**src/tilesPkg.sv**
```systemverilog
package tilesPkg;

	// Screen size in pixels
	localparam int screenWidth = 160;
	localparam int screenHeight = 120;

	// Column geometry
	localparam int borderWidth = 1;
	localparam int columnWidth = 39;
	localparam int columnCount = 4;
	localparam int tileInset = 4;  // Column edge to tile left

	typedef logic [7:0] xCoord;
	typedef logic [6:0] yCoord;
	typedef logic [2:0] pixelColor;
	typedef logic [1:0] columnIndex;

	localparam pixelColor colorBlack = 3'b000;
	localparam pixelColor colorGreen = 3'b010;
	localparam pixelColor colorWhite = 3'b111;

	// Green lines land on x = 40, 80, 120
	function automatic logic isBorder(input xCoord x);
		logic hit;
		hit = 1'b0;
		for (int k = 1; k < columnCount; k++)
		begin
			if (int'(x) == k * (columnWidth + borderWidth))
				hit = 1'b1;
		end
		return hit;
	endfunction

	// Left edge of the tile in column c: 4, 43, 82, 121
	function automatic xCoord tileLeft(input columnIndex c);
		return xCoord'(tileInset + int'(c) * columnWidth);
	endfunction

endpackage
```
**src/pixelBus.sv**
```systemverilog
interface pixelBus;
	import tilesPkg::*;

	logic valid;
	logic ready;
	xCoord x;
	yCoord y;
	pixelColor color;

	// Painter holds x, y and color until valid meets ready
	modport painter (
		output valid,
		output x,
		output y,
		output color,
		input ready
	);

	modport arbiter (
		input valid,
		input x,
		input y,
		input color,
		output ready
	);

endinterface

```
**src/backgroundScanner.sv**
```systemverilog
module backgroundScanner (
	input logic CLOCK_50,
	input logic rstN,
	input logic gameOn,
	input logic restart,
	output logic sweepDone,
	pixelBus.painter pix
);
	import tilesPkg::*;

	logic active;
	logic sweepOn;  // Screen state latched at restart
	xCoord xCount;
	yCoord yCount;
	logic transfer;
	logic lastColumn;
	logic lastRow;

	assign transfer = pix.valid && pix.ready;
	assign lastColumn = xCount == xCoord'(screenWidth - 1);
	assign lastRow = yCount == yCoord'(screenHeight - 1);

	assign pix.valid = active;
	assign pix.x = xCount;
	assign pix.y = yCount;

	// Black frame when off and white with green lines when on
	assign pix.color = !sweepOn ? colorBlack : (isBorder(xCount) ? colorGreen : colorWhite);

	always_ff @(posedge CLOCK_50)
	begin
		if (!rstN)
		begin
			active <= 1'b0;
			sweepDone <= 1'b0;
			sweepOn <= 1'b0;
			xCount <= '0;
			yCount <= '0;
		end
		else if (restart)
		begin
			active <= 1'b1;
			sweepDone <= 1'b0;
			sweepOn <= gameOn;
			xCount <= '0;
			yCount <= '0;
		end
		else if (transfer)
		begin
			if (!lastColumn)
				xCount <= xCount + 1'b1;  // x runs fastest
			else
			begin
				xCount <= '0;
				if (lastRow)
				begin
					active <= 1'b0;
					sweepDone <= 1'b1;
				end
				else
					yCount <= yCount + 1'b1;
			end
		end
	end

endmodule

```
**src/gameControl.sv**
```systemverilog
module gameControl #(
	parameter int stepCycles = 8000
) (
	input logic CLOCK_50,
	input logic rstN,
	input logic key,
	input logic sweepDone,
	output logic gameOn,
	output logic restart,
	output logic stepTick
);

	localparam int countWidth = $clog2(stepCycles + 1);

	logic keyPrev;
	logic press;
	logic [countWidth-1:0] stepCount;

	assign press = keyPrev && !key;  // Key is active low

	// Screen state and toggle pulse
	always_ff @(posedge CLOCK_50)
	begin
		if (!rstN)
		begin
			keyPrev <= 1'b1;
			gameOn <= 1'b0;
			restart <= 1'b0;
		end
		else
		begin
			keyPrev <= key;
			restart <= press;
			if (press)
				gameOn <= !gameOn;
		end
	end

	// Step timer only runs on a fully swept, active screen
	always_ff @(posedge CLOCK_50)
	begin
		if (!rstN)
		begin
			stepCount <= '0;
			stepTick <= 1'b0;
		end
		else if (press || restart || !(gameOn && sweepDone))
		begin
			stepCount <= '0;  // Stale sweepDone around a toggle
			stepTick <= 1'b0;
		end
		else if (stepCount == countWidth'(stepCycles - 1))
		begin
			stepCount <= '0;
			stepTick <= 1'b1;
		end
		else
		begin
			stepCount <= stepCount + 1'b1;
			stepTick <= 1'b0;
		end
	end

endmodule

```
**src/pianoTilesTop.sv**
```systemverilog
module pianoTilesTop #(
	parameter int tileWidth = 36,
	parameter int tileHeight = 20,
	parameter int stepCycles = 8000
) (
	input logic CLOCK_50,
	input logic rstN,
	input logic key,
	output tilesPkg::xCoord vgaX,
	output tilesPkg::yCoord vgaY,
	output tilesPkg::pixelColor vgaColor,
	output logic plot
);
	import tilesPkg::*;

	logic gameOn;
	logic restart;
	logic stepTick;
	logic sweepDone;

	// Background bus last for the lowest priority
	pixelBus buses [columnCount + 1] ();

	gameControl #(
		.stepCycles(stepCycles)
	) control (
		.CLOCK_50(CLOCK_50),
		.rstN(rstN),
		.key(key),
		.sweepDone(sweepDone),
		.gameOn(gameOn),
		.restart(restart),
		.stepTick(stepTick)
	);

	backgroundScanner scanner (
		.CLOCK_50(CLOCK_50),
		.rstN(rstN),
		.gameOn(gameOn),
		.restart(restart),
		.sweepDone(sweepDone),
		.pix(buses[columnCount])
	);

	for (genvar c = 0; c < columnCount; c++)
	begin : tiles
		tileMover #(
			.tileWidth(tileWidth),
			.tileHeight(tileHeight),
			.startColumn(columnIndex'(c))
		) mover (
			.CLOCK_50(CLOCK_50),
			.rstN(rstN),
			.gameOn(gameOn),
			.restart(restart),
			.stepTick(stepTick),
			.pix(buses[c])
		);
	end

	pixelArbiter plotArbiter (
		.CLOCK_50(CLOCK_50),
		.rstN(rstN),
		.src(buses),
		.vgaX(vgaX),
		.vgaY(vgaY),
		.vgaColor(vgaColor),
		.plot(plot)
	);

endmodule

```
**src/pixelArbiter.sv**
```systemverilog
module pixelArbiter (
	input logic CLOCK_50,
	input logic rstN,
	pixelBus.arbiter src [tilesPkg::columnCount + 1],
	output tilesPkg::xCoord vgaX,
	output tilesPkg::yCoord vgaY,
	output tilesPkg::pixelColor vgaColor,
	output logic plot
);
	import tilesPkg::*;

	localparam int sourceCount = columnCount + 1;

	logic [sourceCount-1:0] validVec;
	logic [sourceCount-1:0] grantVec;
	xCoord srcX [sourceCount];
	yCoord srcY [sourceCount];
	pixelColor srcColor [sourceCount];
	xCoord selX;
	yCoord selY;
	pixelColor selColor;

	for (genvar i = 0; i < sourceCount; i++)
	begin : gatherSources
		assign validVec[i] = src[i].valid;
		assign srcX[i] = src[i].x;
		assign srcY[i] = src[i].y;
		assign srcColor[i] = src[i].color;
		assign src[i].ready = grantVec[i];
	end

	// Lowest numbered valid source wins
	assign grantVec = validVec & (~validVec + sourceCount'(1));

	always_comb
	begin
		selX = '0;
		selY = '0;
		selColor = colorBlack;
		for (int i = 0; i < sourceCount; i++)
		begin
			if (grantVec[i])
			begin
				selX = selX | srcX[i];  // Grant is one-hot
				selY = selY | srcY[i];
				selColor = selColor | srcColor[i];
			end
		end
	end

	always_ff @(posedge CLOCK_50)
	begin
		if (!rstN)
			plot <= 1'b0;
		else
			plot <= |validVec;
	end

	always_ff @(posedge CLOCK_50)
	begin
		vgaX <= selX;
		vgaY <= selY;
		vgaColor <= selColor;
	end

endmodule

```
**src/tileMover.sv**
```systemverilog
module tileMover #(
	parameter int tileWidth = 36,
	parameter int tileHeight = 20,
	parameter tilesPkg::columnIndex startColumn = '0
) (
	input logic CLOCK_50,
	input logic rstN,
	input logic gameOn,
	input logic restart,
	input logic stepTick,
	pixelBus.painter pix
);
	import tilesPkg::*;

	// The background sweep owns the bus for one uncontested frame
	localparam int frameCycles = screenWidth * screenHeight;
	localparam int waitBits = $clog2(frameCycles + 1);
	localparam int xBits = $clog2(tileWidth);
	localparam int yBits = $clog2(tileHeight);

	localparam logic [1:0] phaseIdle = 2'd0;
	localparam logic [1:0] phaseWait = 2'd1;
	localparam logic [1:0] phaseErase = 2'd2;
	localparam logic [1:0] phasePaint = 2'd3;

	logic [1:0] phase;
	columnIndex column;
	yCoord top;  // Tile's top row
	logic [xBits-1:0] xOff;
	logic [yBits-1:0] rOff;
	logic [waitBits-1:0] waitCount;
	logic [7:0] rowNext;  // Wide enough past the bottom edge
	logic transfer;
	logic rowEnd;
	logic walkEnd;

	assign pix.valid = (phase == phaseErase) || (phase == phasePaint);
	assign pix.x = tileLeft(column) + xCoord'(xOff);
	assign pix.y = top + yCoord'(rOff);
	assign pix.color = (phase == phaseErase) ? colorWhite : colorBlack;

	assign transfer = pix.valid && pix.ready;
	assign rowNext = 8'(top) + 8'(rOff) + 8'd1;
	assign rowEnd = xOff == xBits'(tileWidth - 1);

	// Rows from the bottom edge on are clipped, so the walk stops there
	assign walkEnd = (rOff == yBits'(tileHeight - 1)) || (rowNext >= 8'(screenHeight));

	always_ff @(posedge CLOCK_50)
	begin
		if (!rstN)
		begin
			phase <= phaseIdle;
			column <= startColumn;
			top <= '0;
			xOff <= '0;
			rOff <= '0;
			waitCount <= '0;
		end
		else if (restart)
		begin
			column <= startColumn;
			top <= '0;
			xOff <= '0;
			rOff <= '0;
			waitCount <= waitBits'(frameCycles);
			phase <= gameOn ? phaseWait : phaseIdle;
		end
		else
		begin
			case (phase)
				phaseIdle:
					if (stepTick)
						phase <= phaseErase;
				phaseWait:
					if (waitCount == '0)
						phase <= phasePaint;  // First paint at row 0
					else
						waitCount <= waitCount - 1'b1;
				default:
					// Ticks during an erase or paint walk are ignored
					if (transfer)
					begin
						if (!rowEnd)
							xOff <= xOff + 1'b1;
						else
						begin
							xOff <= '0;
							if (!walkEnd)
								rOff <= rOff + 1'b1;
							else
							begin
								rOff <= '0;
								if (phase == phaseErase)
								begin
									phase <= phasePaint;
									if (top == yCoord'(screenHeight - 1))
									begin
										top <= '0;
										column <= column + 2'd1;  // 3 wraps to 0
									end
									else
										top <= top + 1'b1;
								end
								else
									phase <= phaseIdle;
							end
						end
					end
			endcase
		end
	end

endmodule

```
**config.mk**
```make
export PLATFORM = sky130hd
export DESIGN_NAME = pianoTilesTop
export DESIGN_NICKNAME = d
export VERILOG_FILES = /design/src/tilesPkg.sv /design/src/pixelBus.sv /design/src/backgroundScanner.sv /design/src/gameControl.sv /design/src/pianoTilesTop.sv /design/src/pixelArbiter.sv /design/src/tileMover.sv
export SDC_FILE = /design/constraint.sdc
export NUM_CORES = 1
export LEC_CHECK = 0
export ABC_CLOCK_PERIOD_IN_PS = 4000
export BUFFER_PORTS_ARGS = -buffer_cell sky130_fd_sc_hd__buf_2
export CORE_MARGIN = 2
export CORE_UTILIZATION = 30
export CTS_BUF_LIST = sky130_fd_sc_hd__clkbuf_16
export DETAILED_ROUTE_END_ITERATION = 16
export PLACE_DENSITY_LB_ADDON = 0.3
export SETUP_SLACK_MARGIN = 0.4
export SLEW_MARGIN = 15
export SYNTH_ARGS = -nofsm -noshare
export SYNTH_HDL_FRONTEND = slang
export SYNTH_HIERARCHICAL = 1
export SYNTH_SLANG_ARGS = --single-unit
```
**constraint.sdc**
```tcl
create_clock -name CLOCK_50 -period 4 [get_ports CLOCK_50]
set_clock_uncertainty 0.15 [all_clocks]
set_input_delay 0.4 -clock CLOCK_50 [delete_from_list [all_inputs] [get_ports CLOCK_50]]
set_output_delay 0.4 -clock CLOCK_50 [all_outputs]
set_load 0.01 [all_outputs]
```
---- Yosys cells after proc, flatten, opt, wreduce, memory -nomap -nowiden ----
Cells that the tools add are included.
cells by class
  add/sub/neg operators ................... 44
  multipliers ............................. 4
  $lt $le $gt $ge ......................... 4
  eq/ne operators ......................... 42
  muxes and demuxes ....................... 84
  bitwise gates (word level) .............. 24
  reduce and logical (&&, ||, !) cells .... 86
operators with widths
  kind                                                                                 count
  15-bit two-way mux                                                                   12
  7-bit two-way mux                                                                    9
  15-bit zero test                                                                     4
  15-bit by 1-bit subtractor with 15-bit output, second input constant                 4
  2-bit two-way mux                                                                    25
  8-bit two-way mux                                                                    6
  4-bit nonzero test                                                                   12
  8-bit by 1-bit adder with 8-bit output, second input constant                        5
  5-bit AND reduction                                                                  8
  7-bit by 1-bit adder with 7-bit output, second input constant                        5
  7-bit equality test, second input constant                                           5
  3-bit two-way mux                                                                    11
  4-bit by 8-bit adder with 8-bit output, first input constant                         4
  7-bit by 5-bit adder with 8-bit output                                               4
  8-bit by 6-bit adder with 8-bit output                                               4
  8-bit by 7-bit greater-or-equal comparator with 1-bit output, second input constant  4
  2-bit by 6-bit multiplier with 8-bit output, second input constant                   4
  8-bit OR                                                                             4
  7-bit by 5-bit adder with 7-bit output                                               4
  7-bit OR                                                                             4
  5-bit by 1-bit adder with 5-bit output, second input constant                        5
  6-bit by 1-bit adder with 6-bit output, second input constant                        4
  6-bit equality test, second input constant                                           4
  8-bit equality test, second input constant                                           3
  other kinds (29)                                                                     134
storage, ports and cells
  flip-flop bits (word level) ............. 202
  input bits .............................. 3
  output and inout bits ................... 19
  logic and storage cells ................. 330

---- Longest topological paths before layout ----
Gate-level depths: netlist of run 1.
  depth in word-level cells ............... 14
  mapped depth ............................ 13
  gate-level depth less buffers ........... 13

---- Modules after synthesis ----
The synthesis of run 1 kept the hierarchy.
modules (own cells, without submodules)
  module                       times used  cells each  area each (sq um)  sequential area each (sq um)
  tileMover at tiles[2].mover  1           307         2,671.3            740.7
  tileMover at tiles[1].mover  1           304         2,657.5            740.7
  tileMover at tiles[3].mover  1           306         2,645.0            740.7
  tileMover at tiles[0].mover  1           302         2,582.5            740.7
  pixelArbiter                 1           130         1,134.8            380.4
  backgroundScanner            1           104         917.1              360.3
  gameControl                  1           83          788.3              340.3

---- Worst setup path after synthesis of run 1 ----
No wires, ideal clock.
  path type ............................... register to register
  from .................................... register tiles[1].mover.column[0]
  to ...................................... register plotArbiter.vgaX[7]
  library setup time ...................... 0.122 ns
  arrival time ............................ 2.784 ns
  required time ........................... 3.728 ns
  slack ................................... 0.944 ns
  stages on the path, launching flop included .. 14
  buffers on the path ..................... 0
  clock period less this slack ............ 3.056 ns
  path through ............................ dfxtp_1 inv_1 fa_1 ha_1 or2_2 ha_1 a21o_1 a21oi_1 nor2b_1 o21ai_0 xnor2_1 a21oi_1 a21oi_1 a221o_1
between the ends
  longest elaborated chain between the ends .. 11
RTL lines
  item                                           line                RTL
  start: declaration                             tileMover.sv:27     columnIndex column;
  start signal: assignment                       tileMover.sv:54     column <= startColumn;
  start signal: assignment                       tileMover.sv:62     column <= startColumn;
  start signal: assignment                       tileMover.sv:100    column <= column + 2'd1;
  2-bit by 6-bit multiplier with 8-bit output *  tilesPkg.sv:36      return xCoord'(tileInset + int'(c) * columnWidth);
  4-bit by 8-bit adder with 8-bit output *       tilesPkg.sv:36
  8-bit by 6-bit adder with 8-bit output *       tileMover.sv:38     assign pix.x = tileLeft(column) + xCoord'(xOff);
  named net buses[1].x[7]                        pixelBus.sv:6       xCoord x;
  8-bit OR *                                     pixelArbiter.sv:44  selX = selX | srcX[i];
  8-bit two-way mux *                            pixelArbiter.sv:42  if (grantVec[i])
  8-bit OR                                       pixelArbiter.sv:44
  8-bit two-way mux *                            pixelArbiter.sv:42
  8-bit OR                                       pixelArbiter.sv:44
  8-bit two-way mux *                            pixelArbiter.sv:42
  8-bit OR                                       pixelArbiter.sv:44
  8-bit two-way mux *                            pixelArbiter.sv:42
  named net plotArbiter.selX[7]                  pixelArbiter.sv:19  xCoord selX;
  end signal: assignment                         pixelArbiter.sv:61  vgaX <= selX;
  end: declaration                               pixelArbiter.sv:5   output tilesPkg::xCoord vgaX,
Mark *: on every way through the listed nets, which the timed path passes. The rest lies on a longest branch.
A chain may end at the register's enable or synchronous reset.

---- Final worst setup path of run 1 ----
Same ends and word-level chain as after synthesis.

==> impl_metrics.ini, run 1 <==
[outcome]
status = complete, no violations

[detailed_routing]
wire_per_inst_um = 14.59
wl_um = 31390
drtIter0Drc = 609
drt_first_pass_iters = 5
vias_per_cell = 4.964
drc_errors = 0
postRouteAntennaNets = 0
dr_total_vias = 10680

[power]
seqPwrFrac_pct = 34.2
p_leak_nw = 5.891
p_clk_share_pct = 32.2
p_comb_share_pct = 33.7
vdd_ir_drop_max_mv = 0.3014
totalPowerFinal_mw = 7.533
p_switching_mw = 2.622
powerDensity_nw_per_um2 = 505.9
sw_frac_of_total_pct = 34.81
internal_power_mw = 4.911

[grt]
antenna_found_initial = 0
grt_pass1_wl_um = 52530
grt_max_degree = 32
grt_usage_pct = 13.40
grt-ovfl-total = 0
grt_pass1_vias = 10410

[die]
ios = 22
die_w_um = 215.3
row_count = 77
initial_core_util_pct = 30.36
dieArea_sq_um = 46360
core_sq_um = 44120
die_h_um = 215.3

[worst_hold_path]
worstHoldPathCells = 2
min_from = rstN
hold_path.class = in2reg
hold-path-endpoint = control/keyPrev

[sta]
fin_crit_sh_pct = 82.10
setup_viol = 0
worstMarginPinSlew_ns = 0.7083
slew_headroom_pct = 52.69
clock.fmax_ghz = 0.3045
min_period_ns = 3.284
maxSlewViolCount = 0
finalSetupTns_ns = 0
finalHoldViolations = 0
grt_setup_unrepaired = no

[setup_path]
cp-startpoint = tiles[1].mover/column[0]
path_class = reg2reg
rr_endpoint = plotArbiter/vgaX[7]
critPathMaxFanout = 6
critPathLaunchType = flop
cp-end-kind = flop
cp.arrival_ns = 3.54
ff2ff_path_depth = 13
reg2reg_from = tiles[1].mover/column[0]
worst-r2r-setup-slack_ns = 0.72
required_ns = 4.25

[synthesis]
synth_edf_count = 0
ys_seq_area_share_pct = 30.19
synth_seq_cells = 202
syn_area_sq_um = 13400
synth_ff_type = dfxtp_1
ys_warn_count = 6
synth_cell_types = 92
postSynth.asyncResetShare_pct = 0
syn_nets = 1675
netlist_instances = 1536
avgSynthCellArea_sq_um = 8.722

[clock_tree]
htree_levels = 1
clock_path_buffers = 3
cts_setup_buffers = 0
clk_latency_ns = 0.52
cts-buffers-inserted = 25
clock-sinks = 202
tritoncts = built
cts_hold_buffers = 1
ctsResizeCount = 0
clockRootBuffer = clkbuf_16
clk_pin_slew_worst_paths_ns = 0.06

[cells_and_area]
area_growth_pct = 11.15
n_antenna_cell = 0
mostFrequentLayoutCell = dfxtp_1
mostFrequentLayoutCells = dfxtp_1 (202), nor2_1 (130), inv_1 (125)
drive_gt1_share_pct = 9.173
final_nets = 1680

[run]
max-cap-violations = 0

[placement]
gp_congestion = 0.8323
portBuffers = 21
dpl.hpwl_um = 23280
==> state kept, by name (all words and copies together), names as in the netlist, 3 cells and up <==
register               flops
plotArbiter/vgaX           8
tiles.mover/column         8
tiles.mover/top           28
control/stepCount         13
tiles.mover/xOff          24
tiles.mover/phase          8
plotArbiter/vgaColor       3
tiles.mover/waitCount     60
scanner/pix.y              7
plotArbiter/vgaY           7
scanner/pix.x              8
tiles.mover/rOff          20
==> cells by family (layout without fill, tap and decap cells) <==
family | Yosys count | after routing | share of synthesized area [%]
AND/OR/NAND/NOR | 541 | 541 | 22.17
AO/OA/AOI/OAI | 324 | 324 | 17.48
flip-flops | 202 | 202 | 30.19
buffers and inverters | 180 | 203 | 6.005
XOR/XNOR | 137 | 137 | 9.181
adder cells (fa/ha/maj) | 136 | 136 | 13.77
multiplexers | 16 | 16 | 1.205
==> area by class of cell <==
class,instances,area [sq um]
fillers,4559,29230
multi-input cells,1154,8548
flip-flops and latches,202,4044
well taps,592,740.7
clock buffers,25,625.6
inverters,121,454.2
clock inverters,20,250.2
repair buffers,37,227.7
==> how the worst max path moves through the flow <==
stage,endpoint,depth (start not counted)
floorplan,plotArbiter/vgaX[7],13
global placement,plotArbiter/vgaX[7],13
detailed placement,plotArbiter/vgaX[7],13
CTS,plotArbiter/vgaX[7],13
global route,plotArbiter/vgaX[7],13
finish,plotArbiter/vgaX[7],13
==> power by group through the flow <==
stage	sequential [mW]	clock [mW]	combinational (mW)
after global routing	2.62	2.57	2.84
after detailed placement	2.62	0	2.55
final	2.57	2.42	2.54
after CTS	2.58	2.50	2.57
after global placement	2.61	0	2.51
after floorplan	2.59	0	1.99
==> cells in the mapped netlist, types with 21 or more instances <==
library cell  instances  area share, %
ha_1                117             11
nand3_1              48            1.8
o21ai_0              30            1.1
a211oi_1             24            1.3
nor2_1              130            3.6
a21oi_1             119            4.4
or3_1                21           0.98
and3_1               21           0.98
nand2_1              78            2.2
nor2b_1              33            1.5
xnor2_1              82            5.4
nor3_1               45            1.7
a21o_1               27            1.5
xor2_1               51            3.3
inv_1               121            3.4
nand3b_1             28            1.6
dfxtp_1             202             30
nand4_1              41            1.9
==> critical path, stage by stage, from the launching register on <==
cell	delay, ns
dfxtp_1	0.47
inv_1	0.13
fa_1	0.43
ha_1	0.18
or2_2	0.30
ha_1	0.27
a21o_1	0.15
a21oi_1	0.23
nor2b_1	0.08
o21ai_0	0.21
xnor2_1	0.10
a21oi_1	0.15
a21oi_1	0.09
a221o_1	0.26
==> metrics by stage <==
| step | std cells | hold slack [ns] | utilization [%] | worst slack, ns | instance area, sq um |
|---|---|---|---|---|---|
| after floorplan | 1536 | 0.2588 | - | 0.9437 | 13400 |
| after global placement | 2105 | 0.2652 | 31.74 | 0.7203 | 14000 |
| after detailed placement | 2105 | 0.2744 | 31.74 | 0.7299 | 14000 |
| after CTS | 2151 | 0.2439 | 33.75 | 0.7033 | 14890 |
| after global routing | 2151 | 0.2653 | 33.75 | 0.4877 | 14890 |
| final | 2151 | 0.2527 | 33.75 | 0.7162 | 14890 |
==> metal layers <==
metal | global-route usage (%) | vias to the layer above | routed length (um)
met5 | 0 | - | 0
met4 | 4.046 | 0 | 917
met3 | 1.274 | 47 | 1011
met2 | 22.35 | 158 | 14250
met1 | 18.28 | 5019 | 15210
li1 | - | 5454 | -
Note: power is estimated with default switching activity, not from simulation.
==> run 2, diff against run 1 <==
- ABC_AREA: unset -> 1
- ABC_CLOCK_PERIOD_IN_PS: 4000 -> 2700
- clock period: 4 -> 2.7 ns (I/O delays scaled with it)
==> run 2 against run 1 <==
Compared with the run above:
- first-iteration DRC count increased by 22%
- sequential power up 46%
- combinational power grew 100%
- worst hold slack worse by 0.19 ns
- critical path type unchanged
==> impl_metrics.ini, run 2 <==
[power]
p_leak_nw = 7.979
p_clk_share_pct = 27.1
p_comb_share_pct = 42.1
sw_frac_of_total_pct = 41.20
p_switching_mw = 5.033
seqPwrFrac_pct = 30.8
internal_power_mw = 7.183
vdd_ir_drop_max_mv = 0.5945
powerDensity_nw_per_um2 = 694.2

[setup_path]
cp.arrival_ns = 2.85
path_class = reg2reg
reg2reg_from = tiles[1].mover/column[1]
cp-end-kind = flop
critPathMaxFanout = 4
critPathLaunchType = flop
max_stage_delay_ns = 0.39
worst-path-buf-inv = 3
crit_path_top_delay_cell = fa_2
required_ns = 3.00
cp-startpoint = tiles[1].mover/column[1]
crit_chain = inv_4 -> fa_2 -> ha_4 -> nor2_4 -> inv_1 -> ha_2 -> a21oi_2 -> inv_2 -> a31oi_4 -> nor2_2 -> o21ai_2 -> xnor2_1 -> nand3_1 -> nand2_2 -> nor2_2 -> nand3_1
critical_path.top_delay_family = adder cells

[cells_and_area]
n_antenna_cell = 0
mostFrequentLayoutCells = nand2_1 (408), inv_1 (298), nor2_1 (170)
final_core_util_pct = 37.01
largest_register_ffs = 60
fin_area_sq_um = 17600
final_nets = 2295
mostFrequentLayoutCell = nand2_1
largestRegisters = tiles.mover/waitCount x60, tiles.mover/top x28, tiles.mover/xOff x24
regArea_sq_um = 4146
area_growth_pct = 22.38
drive_gt1_share_pct = 23.31
stdcell_count = 2790
regMostFlops = tiles.mover/waitCount
multi_input_area_sq_um = 9623
nFillCells = 4922

[detailed_routing]
dr_total_vias = 13180
postRouteAntennaNets = 0
drt_first_pass_iters = 5
wl_um = 37710
wire_per_inst_um = 13.51
drc_errors = 0
vias_per_cell = 4.724
drtIter0Drc = 740

[sta]
setup_viol = 0
finalSetupTns_ns = 0
worstMarginPinSlew_ns = 0.6996
fin_worst_hold_slack_ns = 0.06643
finalHoldViolations = 0
maxSlewViolCount = 0
fin_crit_sh_pct = 94.42
min_period_ns = 2.549
clock.fmax_ghz = 0.3923
grt_setup_unrepaired = yes
slew_headroom_pct = 52.97

[clock_tree]
clock-sinks = 202
cts-buffers-inserted = 26
clk_latency_ns = 0.56
clk_pin_slew_worst_paths_ns = 0.06
clock_path_buffers = 3
tritoncts = built
clockRootBuffer = clkbuf_16
htree_levels = 1

[die]
core_sq_um = 47550
die_w_um = 222.9
ios = 22
die_h_um = 222.9
dieArea_sq_um = 49700
initial_core_util_pct = 30.24
row_count = 80

[grt]
grt_usage_pct = 14.79
antenna_found_initial = 0
grt-ovfl-total = 0
grt_pass1_wl_um = 61230
grt_max_degree = 23
grt_pass1_vias = 12520

[synthesis]
synth_area_leaders = dfxtp_1 (28%), nand2_1 (11%), ha_1 (10%), inv_1 (8.5%), nor2_1 (5.0%)
ys_warn_count = 6
ys_seq_area_share_pct = 28.12
synth_edf_count = 0
avgSynthCellArea_sq_um = 7.015
syn_nets = 2189
yosysMostFrequentCell = nand2_1
netlist.area_leader.share_pct = 28.12
synth_common_cells = nand2_1 (429), inv_1 (324), dfxtp_1 (202)
synth_ff_type = dfxtp_1
postSynth.asyncResetShare_pct = 0
yosysTopAreaCell = dfxtp_1
synth_seq_cells = 202
syn_area_sq_um = 14380
synth_cell_types = 54
netlist_instances = 2050

[run]
max-cap-violations = 0

[placement]
gp_congestion = 0.8713
dpl_cell_area_sq_um = 15470
dp_cells = 2680
dpl.hpwl_um = 27550
portBuffers = 21

[worst_hold_path]
min_from = rstN
hold_path.class = in2reg

[outcome]
status = complete, no violations
run 2: changes by cell type after synthesis, sizes merged, moves of 27 or more:
| cell | delta |
|---|---|
| o21ai | +31 |
| nor2b | -33 |
| nor2 | +100 |
| xnor2 | -62 |
| nand3 | +101 |
| nand2 | +404 |
| a21o | -27 |
| inv | +220 |
run 2: per-stage QoR:
| stage | worst slack, ns | total power, mW |
|---|---|---|
| 2_1_floorplan | 0.2695 | 7.560 |
| 3_3_place_gp | 0.1279 | 8.395 |
| 3_5_place_dp | 0.1042 | 8.470 |
| 4_1_cts | 0.1824 | 12.00 |
| 5_1_grt | 0.004617 | 13.15 |
| 6_report | 0.1508 | 12.22 |
run 2: kinds of logic (layout without fill, tap and decap cells):
family | Yosys count | count (layout) | share of synthesized area (%)
AND/OR/NAND/NOR | 1017 | 1018 | 34.56
buffers and inverters | 384 | 508 | 10.91
flip-flops | 202 | 202 | 28.12
adder cells (fa/ha/maj) | 136 | 136 | 12.83
AO/OA/AOI/OAI | 238 | 238 | 9.136
XOR/XNOR | 73 | 73 | 4.446
run 2: final timing paths:
kind	to	slack (ns)	cells past startpoint
worst max-delay path	plotArbiter/vgaX[7]	0.15	16
worst min-delay path	tiles[0].mover/phase[0]	0.07	3
worst max register to register	plotArbiter/vgaX[7]	0.15	16
worst min register to register	scanner/sweepDone	0.31	2
run 2: area by class of cell:
| type | count | share of cell area [%] |
|---|---|---|
| Clock buffer | 26 | 3.697 |
| Sequential cell | 202 | 23.56 |
| Multi-Input combinational cell | 1465 | 54.68 |
| Clock inverter | 21 | 0.8532 |
| Tap cell | 615 | 4.373 |
| Timing Repair Buffer | 117 | 5.148 |
| Inverter | 344 | 7.686 |
run 2: per-layer routing:
layer	share of wire, %	global-route usage, %	vias up
li1	-	-	6800
met1	46	19.48	6103
met2	47	25.40	222
met3	3.9	2.068	56
met4	2.5	3.702	0
met5	0	0	-
run 2: what timing repair did:
action / in CTS / in global routing
setup endpoints to repair: 89 / 98
resized for setup: 62 / 173
setup buffers: 36 / 23
hold endpoints to repair: 4 / 0
hold buffers: 2 / 0
cloned: 1 / 1
pin swaps: 43 / 62
run 2: power groups by stage:
stage	Sequential (mW)	Combinational (mW)	Clock [mW]
final	3.76	5.14	3.31
after global placement	3.79	4.60	0
after floorplan	3.74	3.82	0
after CTS	3.75	4.82	3.44
after detailed placement	3.80	4.67	0
after global routing	3.82	5.80	3.53
run 2: worst reg2reg max path, cell delays in order (launching register included):
cell     delay [ns]
dfxtp_4        0.38
inv_4          0.05
fa_2           0.39
ha_4           0.17
nor2_4         0.10
inv_1          0.05
ha_2           0.16
a21oi_2        0.15
inv_2          0.06
a31oi_4        0.16
nor2_2         0.07
o21ai_2        0.14
xnor2_1        0.08
nand3_1        0.10
nand2_2        0.07
nor2_2         0.08
nand3_1        0.08
